==> config.mk <==
export PLATFORM = sky130hd
export DESIGN_NAME = ddr_scrub_top
export DESIGN_NICKNAME = d
export VERILOG_FILES = /design/src/scrub_pkg.sv /design/src/scrub_ctl_regs.sv /design/src/ddr_scrubber.sv /design/src/status_readout.sv /design/src/ddr_scrub_top.sv
export SDC_FILE = /design/constraint.sdc
export NUM_CORES = 1
export LEC_CHECK = 0
export ABC_AREA = 1
export ABC_CLOCK_PERIOD_IN_PS = 3800
export BUFFER_PORTS_ARGS = -buffer_cell sky130_fd_sc_hd__buf_2
export CAP_MARGIN = 25
export CORE_ASPECT_RATIO = 0.7
export CORE_MARGIN = 2
export CORE_UTILIZATION = 55
export CTS_BUF_LIST = sky130_fd_sc_hd__clkbuf_4 sky130_fd_sc_hd__clkbuf_8
export CTS_CLUSTER_DIAMETER = 120
export DETAILED_ROUTE_END_ITERATION = 16
export HOLD_SLACK_MARGIN = 0.1
export PLACE_DENSITY = 0.74
export SETUP_SLACK_MARGIN = 0.2
export SLEW_MARGIN = 40
export SYNTH_ARGS = -nofsm -noshare
export SYNTH_HDL_FRONTEND = slang
export SYNTH_SLANG_ARGS = --single-unit
==> constraint.sdc <==
create_clock -name clk -period 3.8 [get_ports clk]
set_input_delay 0.19 -clock clk [delete_from_list [all_inputs] [get_ports clk]]
set_output_delay 0.19 -clock clk [all_outputs]
set_load 0.02 [all_outputs]
==> src/scrub_pkg.sv <==
`default_nettype none

package scrub_pkg;

   // ----------------------------------------
   // Channel and address geometry
   // ----------------------------------------

   // Channel index 0..3 maps to DDR A, B, D, C
   localparam int NUM_DDR = 4;

   localparam int SCRB_ADDR_W = 64;
   localparam int SCRB_BURST_LEN_MINUS1 = 15;
   localparam int SCRB_BEAT_BYTES = 64;
   localparam int SCRB_BURST_BYTES = (SCRB_BURST_LEN_MINUS1 + 1) * SCRB_BEAT_BYTES;

   // Small range for simulation, eight bursts per channel
   localparam logic [SCRB_ADDR_W-1:0] SCRB_MAX_ADDR = 64'h0000_0000_0000_1FFF;

   // ----------------------------------------
   // Identity words
   // ----------------------------------------
   localparam logic [31:0] ID0_WORD = 32'h1D50_6789;
   localparam logic [31:0] ID1_WORD = 32'h1D51_FEDC;
   localparam logic [31:0] CL_VERSION = 32'hEEEE_EE00;
   localparam logic [19:0] STATUS_SIG = 20'hA_1111;

   typedef enum logic [2:0]
   {
      IDLE = 3'd0,
      RUN  = 3'd1,
      DONE = 3'd2
   } scrb_state_e;

   // Control word as written by the shell
   typedef struct packed
   {
      logic                dbg_en;
      logic [2:0]          dbg_sel;
      logic [23:0]         rsvd;
      logic [NUM_DDR-1:0]  scrb_en;
   } ctl_word_t;

   // Report of a single scrubber
   typedef struct packed
   {
      scrb_state_e             state;
      logic                    done;
      logic [SCRB_ADDR_W-1:0]  addr;
   } scrb_stat_t;

   typedef scrb_stat_t [NUM_DDR-1:0] scrb_stat_vec_t;

   typedef struct packed
   {
      logic         zero;
      scrb_state_e  state;
   } state_nib_t;

   // ----------------------------------------
   // Status0 word, normal and debug layouts
   // ----------------------------------------
   typedef struct packed
   {
      logic [19:0]         sig;
      logic [3:0]          zero;
      logic [NUM_DDR-1:0]  done;
      logic [NUM_DDR-1:0]  ready;
   } status_norm_t;

   typedef struct packed
   {
      state_nib_t [NUM_DDR-1:0]  nib;
      logic [7:0]                zero;
      logic [NUM_DDR-1:0]        done;
      logic [NUM_DDR-1:0]        ready;
   } status_dbg_t;

   typedef union packed
   {
      status_norm_t  norm;
      status_dbg_t   dbg;
   } status_word_u;

endpackage

`default_nettype wire

==> src/scrub_ctl_regs.sv <==
`timescale 1ns/1ps
`default_nettype none

module scrub_ctl_regs
   import scrub_pkg::*;
(
   input  wire logic                clk,
   input  wire logic                sync_rst_n,
   input  wire logic [31:0]         sh_cl_ctl0,
   input  wire logic [NUM_DDR-1:0]  ddr_is_ready,
   input  wire logic                flr_assert,
   output ctl_word_t                ctl_q,
   output logic [NUM_DDR-1:0]       ready_q,
   output logic                     flr_done
);

   logic flr_assert_q;

   // ----------------------------------------
   // Control word and ready flags
   // ----------------------------------------
   always_ff @(posedge clk or negedge sync_rst_n)
   begin
      if (!sync_rst_n)
      begin
         ctl_q <= '0;
         ready_q <= '0;
      end
      else
      begin
         ctl_q <= ctl_word_t'(sh_cl_ctl0);
         ready_q <= ddr_is_ready;
      end
   end

   // ----------------------------------------
   // FLR acknowledge
   // ----------------------------------------

   // A held request toggles done every other cycle
   always_ff @(posedge clk or negedge sync_rst_n)
   begin
      if (!sync_rst_n)
      begin
         flr_assert_q <= 1'b0;
         flr_done <= 1'b0;
      end
      else
      begin
         flr_assert_q <= flr_assert;
         flr_done <= flr_assert_q && !flr_done;
      end
   end

endmodule

`default_nettype wire

==> src/ddr_scrubber.sv <==
`timescale 1ns/1ps
`default_nettype none

module ddr_scrubber
   import scrub_pkg::*;
(
   input  wire logic  clk,
   input  wire logic  sync_rst_n,
   input  wire logic  enable,
   input  wire logic  ddr_ready,
   output scrb_stat_t stat
);

   scrb_state_e             state_q;
   logic                    done_q;
   logic [SCRB_ADDR_W-1:0]  addr_q;
   logic [SCRB_ADDR_W-1:0]  addr_nxt;
   logic                    last_burst;

   // One burst worth of progress
   assign addr_nxt = addr_q + SCRB_ADDR_W'(SCRB_BURST_BYTES);

   // Step that carries the address past the end of the range
   assign last_burst = (addr_nxt > SCRB_MAX_ADDR);

   // ----------------------------------------
   // Sequencer
   // ----------------------------------------
   always_ff @(posedge clk or negedge sync_rst_n)
   begin
      if (!sync_rst_n)
      begin
         state_q <= IDLE;
         done_q <= 1'b0;
         addr_q <= '0;
      end
      else if (!enable)
      begin
         // Dropping enable abandons the pass from any state
         state_q <= IDLE;
         done_q <= 1'b0;
         addr_q <= '0;
      end
      else
      begin
         case (state_q)
            IDLE:
            begin
               state_q <= RUN;
               addr_q <= '0;
            end
            RUN:
            begin
               // Channel not ready, hold where we are
               if (ddr_ready)
               begin
                  addr_q <= addr_nxt;
                  if (last_burst)
                  begin
                     state_q <= DONE;
                     done_q <= 1'b1;
                  end
               end
            end
            DONE:
            begin
               // Stay finished until enable falls
               done_q <= 1'b1;
            end
            default:
            begin
               state_q <= IDLE;
               done_q <= 1'b0;
               addr_q <= '0;
            end
         endcase
      end
   end

   assign stat.state = state_q;
   assign stat.done = done_q;
   assign stat.addr = addr_q;

endmodule

`default_nettype wire

==> src/status_readout.sv <==
`timescale 1ns/1ps
`default_nettype none

module status_readout
   import scrub_pkg::*;
(
   input  wire logic                clk,
   input  wire logic                sync_rst_n,
   input  wire ctl_word_t           ctl_q,
   input  wire logic [NUM_DDR-1:0]  ready_q,
   input  wire scrb_stat_vec_t      scrb_stat,
   output logic [31:0]              cl_sh_status0,
   output logic [31:0]              cl_sh_id0,
   output logic [31:0]              cl_sh_id1
);

   status_word_u            status_nxt;
   logic [NUM_DDR-1:0]      done_vec;
   logic [1:0]              sel_ch;
   logic [SCRB_ADDR_W-1:0]  sel_addr;

   always_comb
   begin
      for (int i = 0; i < NUM_DDR; i++)
      begin
         done_vec[i] = scrb_stat[i].done;
      end
   end

   // ----------------------------------------
   // Status0 in either layout
   // ----------------------------------------
   always_comb
   begin
      status_nxt = '0;
      if (ctl_q.dbg_en)
      begin
         for (int i = 0; i < NUM_DDR; i++)
         begin
            status_nxt.dbg.nib[i].zero = 1'b0;
            status_nxt.dbg.nib[i].state = scrb_stat[i].state;
         end
         status_nxt.dbg.zero = '0;
         status_nxt.dbg.done = done_vec;
         status_nxt.dbg.ready = ready_q;
      end
      else
      begin
         status_nxt.norm.sig = STATUS_SIG;
         status_nxt.norm.zero = '0;
         status_nxt.norm.done = done_vec;
         status_nxt.norm.ready = ready_q;
      end
   end

   // Selects 4..7 fall back to channel 0
   assign sel_ch = ctl_q.dbg_sel[2] ? 2'd0 : ctl_q.dbg_sel[1:0];
   assign sel_addr = scrb_stat[sel_ch].addr;

   // ----------------------------------------
   // Registered read-back
   // ----------------------------------------
   always_ff @(posedge clk or negedge sync_rst_n)
   begin
      if (!sync_rst_n)
      begin
         cl_sh_status0 <= '0;
         cl_sh_id0 <= '0;
         cl_sh_id1 <= '0;
      end
      else
      begin
         cl_sh_status0 <= status_nxt;
         cl_sh_id0 <= ctl_q.dbg_en ? sel_addr[31:0] : ID0_WORD;
         cl_sh_id1 <= ctl_q.dbg_en ? sel_addr[63:32] : ID1_WORD;
      end
   end

endmodule

`default_nettype wire

==> src/ddr_scrub_top.sv <==
`timescale 1ns/1ps
`default_nettype none

module ddr_scrub_top
   import scrub_pkg::*;
(
   input  wire logic                clk,
   input  wire logic                sync_rst_n,
   input  wire logic [31:0]         sh_cl_ctl0,
   input  wire logic [NUM_DDR-1:0]  ddr_is_ready,
   input  wire logic                flr_assert,
   output logic                     flr_done,
   output logic [31:0]              cl_sh_status0,
   output logic [31:0]              cl_sh_status1,
   output logic [31:0]              cl_sh_id0,
   output logic [31:0]              cl_sh_id1
);

   ctl_word_t           ctl_q;
   logic [NUM_DDR-1:0]  ready_q;
   scrb_stat_vec_t      scrb_stat;

   // ----------------------------------------
   // Control and FLR
   // ----------------------------------------
   scrub_ctl_regs scrub_ctl_regs_i
   (
      .clk          (clk),
      .sync_rst_n   (sync_rst_n),
      .sh_cl_ctl0   (sh_cl_ctl0),
      .ddr_is_ready (ddr_is_ready),
      .flr_assert   (flr_assert),
      .ctl_q        (ctl_q),
      .ready_q      (ready_q),
      .flr_done     (flr_done)
   );

   // ----------------------------------------
   // Per-channel scrubbers
   // ----------------------------------------
   for (genvar g = 0; g < NUM_DDR; g++)
   begin : g_scrb
      ddr_scrubber ddr_scrubber_i
      (
         .clk        (clk),
         .sync_rst_n (sync_rst_n),
         .enable     (ctl_q.scrb_en[g]),
         .ddr_ready  (ready_q[g]),
         .stat       (scrb_stat[g])
      );
   end

   // ----------------------------------------
   // Read-back
   // ----------------------------------------
   status_readout status_readout_i
   (
      .clk           (clk),
      .sync_rst_n    (sync_rst_n),
      .ctl_q         (ctl_q),
      .ready_q       (ready_q),
      .scrb_stat     (scrb_stat),
      .cl_sh_status0 (cl_sh_status0),
      .cl_sh_id0     (cl_sh_id0),
      .cl_sh_id1     (cl_sh_id1)
   );

   // Version word never changes
   assign cl_sh_status1 = CL_VERSION;

endmodule

`default_nettype wire

==> results.md <==
Timing:
- The final count of hold timing violations came to 0.
- The final setup violation count is 0.
- The transition time at the pin with the least slew margin is about 740 ps.
- The setup slack of the critical path after layout is just over 800 ps.
- The worst pin sits at a relative slew slack of 0.502.
- The final count of pins violating max slew was 0.
- Setup repair after global routing left no endpoint under its margin.
- The maximum clock rate is about 0.33 GHz.
- The time the final worst path needs with I/O delays and setup is around 3000 ps.
- The setup TNS after final layout is 0 ps.
- The final critical-path share of the clock period is 0.787.
- For the final database, setup skew stands at 32.7 ps.

Synth:
- For this run, the number of Yosys warnings is 0.
- The leading register cell type out of synthesis is sky130_fd_sc_hd__dfrtp_1.
- The mean instance size in the synthesized netlist is a little under 7 um2.
- Of the post-synthesis cell area, the dominant cell type holds 0.384.
- Yosys mapped the design onto 37 distinct sky130hd cell types.
- Synthesis produced a netlist whose cell count is 3036.
- For this run, asynchronously set or reset flops after synthesis account for 1.00.
- Sorting the synthesized cells by area gives the leading types as sky130_fd_sc_hd__dfrtp_1 38%, sky130_fd_sc_hd__nand2_1 16%, sky130_fd_sc_hd__nor2_1 7.8%.
- The synthesized design spends more area on one cell type than any other, namely sky130_fd_sc_hd__dfrtp_1.
- In the synthesized netlist, the cells that appear most often are 885 x sky130_fd_sc_hd__nand2_1, 426 x sky130_fd_sc_hd__nor2_1, 315 x sky130_fd_sc_hd__dfrtp_1, 309 x sky130_fd_sc_hd__inv_1, 246 x sky130_fd_sc_hd__nand3_1.
- Synthesis inferred about 320 register bits.
- sky130_fd_sc_hd__nand2_1 is the most common cell in the netlist.
- For this run, the register share of the synthesized area comes to 0.384.
- Yosys mapped a number of flops with a built-in enable equal to 0.
- Summing every instance area after synthesis gives between 20000 and 25000 um2.

Routing:
- The via density per instance is around 5.9.
- The count of routing violations after the opening detailed-route iteration is 3089.
- In the final routed layout, each cell accounts on average for ~21 um.
- The total wire length is ~79000 um.
- The via total after detailed routing is 21600.
- After detailed routing, the met2 layer carries a little under 30000 um of wire.
- The number of nets with antenna violations after detailed routing is 0.
- Detailed routing placed a total of ~12000 um of wire on met3.
- The detailed-route DRC error count is 0.
- The first TritonRoute pass finished after 8 iterations.
- The top layer reached by signal wires is met4.
- The detailed router put a total of roughly 35000 um of wire on met1.

Setup path:
- The cell with the largest stage delay on the worst path is sky130_fd_sc_hd__dfrtp_1.
- The arrival time reported for the critical path endpoint is 3530 ps.
- Together, buffers and inverters on the worst path number 1.
- On the worst path, the slowest cell contributes a delay of approximately 530 ps.
- The type of origin of the critical path is a register.
- The maximum fanout along the worst path is 8.
- Broken down by cell family, the worst path's largest delay share belongs to simple AND/OR/NAND/NOR gates.
- Among the stages of the critical path, the cell type that occurs most often is sky130_fd_sc_hd__nand2_1.
- Traced cell by cell, the critical path runs through ha_1, nand2_2, nor2_4, inv_2, nor2_1, nand2_1, xor2_1, nor2_1, nand2_1, nor2_1, nand2_1, nor2_1, nand2_1, nand3b_1, nand2_1.
- The worst endpoint required time is between 4000 and 5000 ps.
- The type of the worst setup path is register to register.
- The worst setup path is captured at a register.

Final layout:
- The area growth from synthesis to layout is 10.8%.
- After routing the design area is about 23000 um2.
- The fraction of layout instances using a drive strength above 1 is 0.0947.
- Leaving out filler cells and counting taps, the final layout contains ~3700.
- The net count of the finished layout is around 3200.
- In the final layout, flip-flops and latches occupy about 8000 um2.
- The repair_antennas step left the layout with diodes totalling 0.
- Fill cells in the final layout number between 3000 and 4000.
- The multi-input combinational cell area is 10900 um2.

Flow run:
- The tool flagged a number of max-cap violations equal to 0.

Floorplanning:
- The die covers a little under 40000 um2.
- The chip height is between 150 and 200 um.
- The core region is about 37000 um2.
- The I/O pin count is between 150 and 200.
- The die width is around 230 um.
- The total number of placement rows is approximately 60.
- The initial utilization of the core area, before any placement, comes to 0.555.

Worst hold path:
- The type of the worst min-delay path is input pin to register.

Placement:
- Before CTS, the worst setup slack after placement is about 920 ps.
- The number of placed instances, taps included, is 3550.
- The half-perimeter wire length after placement is about 60000 um.
- The weighted congestion reported at the end of routability-driven placement is about 1.0.
- The number of port buffers is between 90 and 100.
- Summing all placed instances gives a cell area of roughly 21000 um2.

Global routing:
- The first-pass GRT wire length is about 120000 um.
- The number of global-route vias before repair is around 20000.
- The number of antenna violations at the first check in global routing is 0.
- Global routing finished with a remaining overflow of 0.
- The pin count of the biggest net entering global routing is ~140.
- The total routing resource utilization after global routing is 0.398.

Clocking:
- The H-tree generated during clock tree synthesis spans 2 levels.
- Once the clock tree was built, the resizer swapped 0 gates to a different size.
- The clock tree from TritonCTS is yes.
- The clock network latency to the later pin of the worst-skew pair is 650 ps.
- TritonCTS created 54 clock buffers.
- Clock-pin slew was measured on the worst setup and hold paths at ~70 ps.
- The cell at the root of the clock tree is sky130_fd_sc_hd__clkbuf_8.
- The buffer depth of the longest clock path is 3.
- The clock net sink count is roughly 320.

Pwr:
- The analysis attributes to cell leakage a power of 9.67 nW.
- Power spread over the standard cell area amounts to approximately 380 nW/um2.
- Summing internal, switching and leakage power gives 8.71 mW.
- The maximum vdd drop is roughly 0.42 mV.

Run status:
- The run finished with clean final reports.
==> per-stage QoR <==
stage | util | hold WS [ps]
3_5_place_dp | 0.578 | 147
2_1_floorplan | - | -106
6_report | 0.615 | 189
3_3_place_gp | 0.577 | 298
4_1_cts | 0.615 | 164
5_1_grt | 0.615 | 189
==> worst paths after layout <==
check / start / to / slack (ps) / cells after the start
min reg2reg: scrub_ctl_regs_i.ready_q[0] / status_readout_i.cl_sh_status0[0] / 390 / 0
max: g_scrb[0].ddr_scrubber_i.addr_q[10] / g_scrb[0].ddr_scrubber_i.done_q / 810 / 15
min: ddr_is_ready[0] / scrub_ctl_regs_i.ready_q[0] / 190 / 2
max in group asynchronous: sync_rst_n / scrub_ctl_regs_i.ctl_q[29] / 2230 / 5
min in group asynchronous: sync_rst_n / g_scrb[1].ddr_scrubber_i.addr_q[50] / 570 / 3
max reg2reg: g_scrb[0].ddr_scrubber_i.addr_q[10] / g_scrb[0].ddr_scrubber_i.done_q / 810 / 15
==> cell usage in the layout (no fill, tap or decap), drive strengths merged, types with 12 or more instances in the layout <==
master | Yosys | final
a21oi | 99 | 99
buf | 74 | 119
clkbuf | 63 | 88
clkinv | 6 | 18
conb | 2 | 47
dfrtp | 315 | 315
dlygate4sd3 | 0 | 15
ha | 20 | 20
inv | 315 | 314
nand2 | 908 | 908
nand3 | 251 | 251
nand3b | 12 | 12
nand4 | 41 | 41
nor2 | 465 | 465
nor3 | 38 | 38
o211ai | 29 | 29
o21ai | 187 | 187
o22ai | 108 | 108
xor2 | 82 | 82
==> worst register-to-register path, cell delays in order, from the launching register on <==
cell and delay [ps]:
sky130_fd_sc_hd__dfrtp_1 530, sky130_fd_sc_hd__ha_1 410, sky130_fd_sc_hd__nand2_2 140, sky130_fd_sc_hd__nor2_4 250, sky130_fd_sc_hd__inv_2 70, sky130_fd_sc_hd__nor2_1 270, sky130_fd_sc_hd__nand2_1 160, sky130_fd_sc_hd__xor2_1 180
sky130_fd_sc_hd__nor2_1 90, sky130_fd_sc_hd__nand2_1 60, sky130_fd_sc_hd__nor2_1 150, sky130_fd_sc_hd__nand2_1 120, sky130_fd_sc_hd__nor2_1 130, sky130_fd_sc_hd__nand2_1 150, sky130_fd_sc_hd__nand3b_1 130, sky130_fd_sc_hd__nand2_1 60
==> flip-flops by register name (all words and copies together) (netlist names) <==
signal and flops:
status_readout_i.cl_sh_status0 17, status_readout_i.cl_sh_id1 32, scrub_ctl_regs_i.ready_q 4, status_readout_i.cl_sh_id0 24, g_scrb.ddr_scrubber_i.state_q 8, scrub_ctl_regs_i.flr_done 1, g_scrb.ddr_scrubber_i.done_q 4, scrub_ctl_regs_i.ctl_q 8
scrub_ctl_regs_i.flr_assert_q 1, g_scrb.ddr_scrubber_i.addr_q 216
==> cell type report <==
type	instances	share of cell area
clock inverters	13	0.00506
inverters	321	0.0530
flip-flops and latches	315	0.346
multi-input cells	2308	0.481
well taps	488	0.0268
repair buffers	134	0.0386
clock buffers	88	0.0494
==> power by group <==
group | total, mW | switching [mW] | internal [mW]
Combinational | 1.54 | 1.19 | 0.353
Sequential | 3.62 | 0.120 | 3.50
Clock | 3.55 | 1.54 | 2.00
==> logic make-up (layout without fill, tap and decap cells) <==
family	count (synthesis)	in the layout	synth area share
simple gates	1725	1725	0.356
compound gates	434	434	0.118
buf+inv	458	556	0.0941
other cells	2	47	0.000366
flops	315	315	0.384
xor+xnor	82	82	0.0353
fa+ha+maj	20	20	0.0122
==> layer usage <==
metal  vias to the layer above  track usage
met1                     10200        0.619
met3                       109        0.139
met5                         -            0
met2                      1350        0.508
met4                         0        0.114
li1                       9920            -
==> what timing repair did <==
action | CTS | global route
hold endpoints to repair | 261 | 0
buffers inserted | 0 | 0
hold buffers | 16 | 0
(Power assumes the default switching activity.)
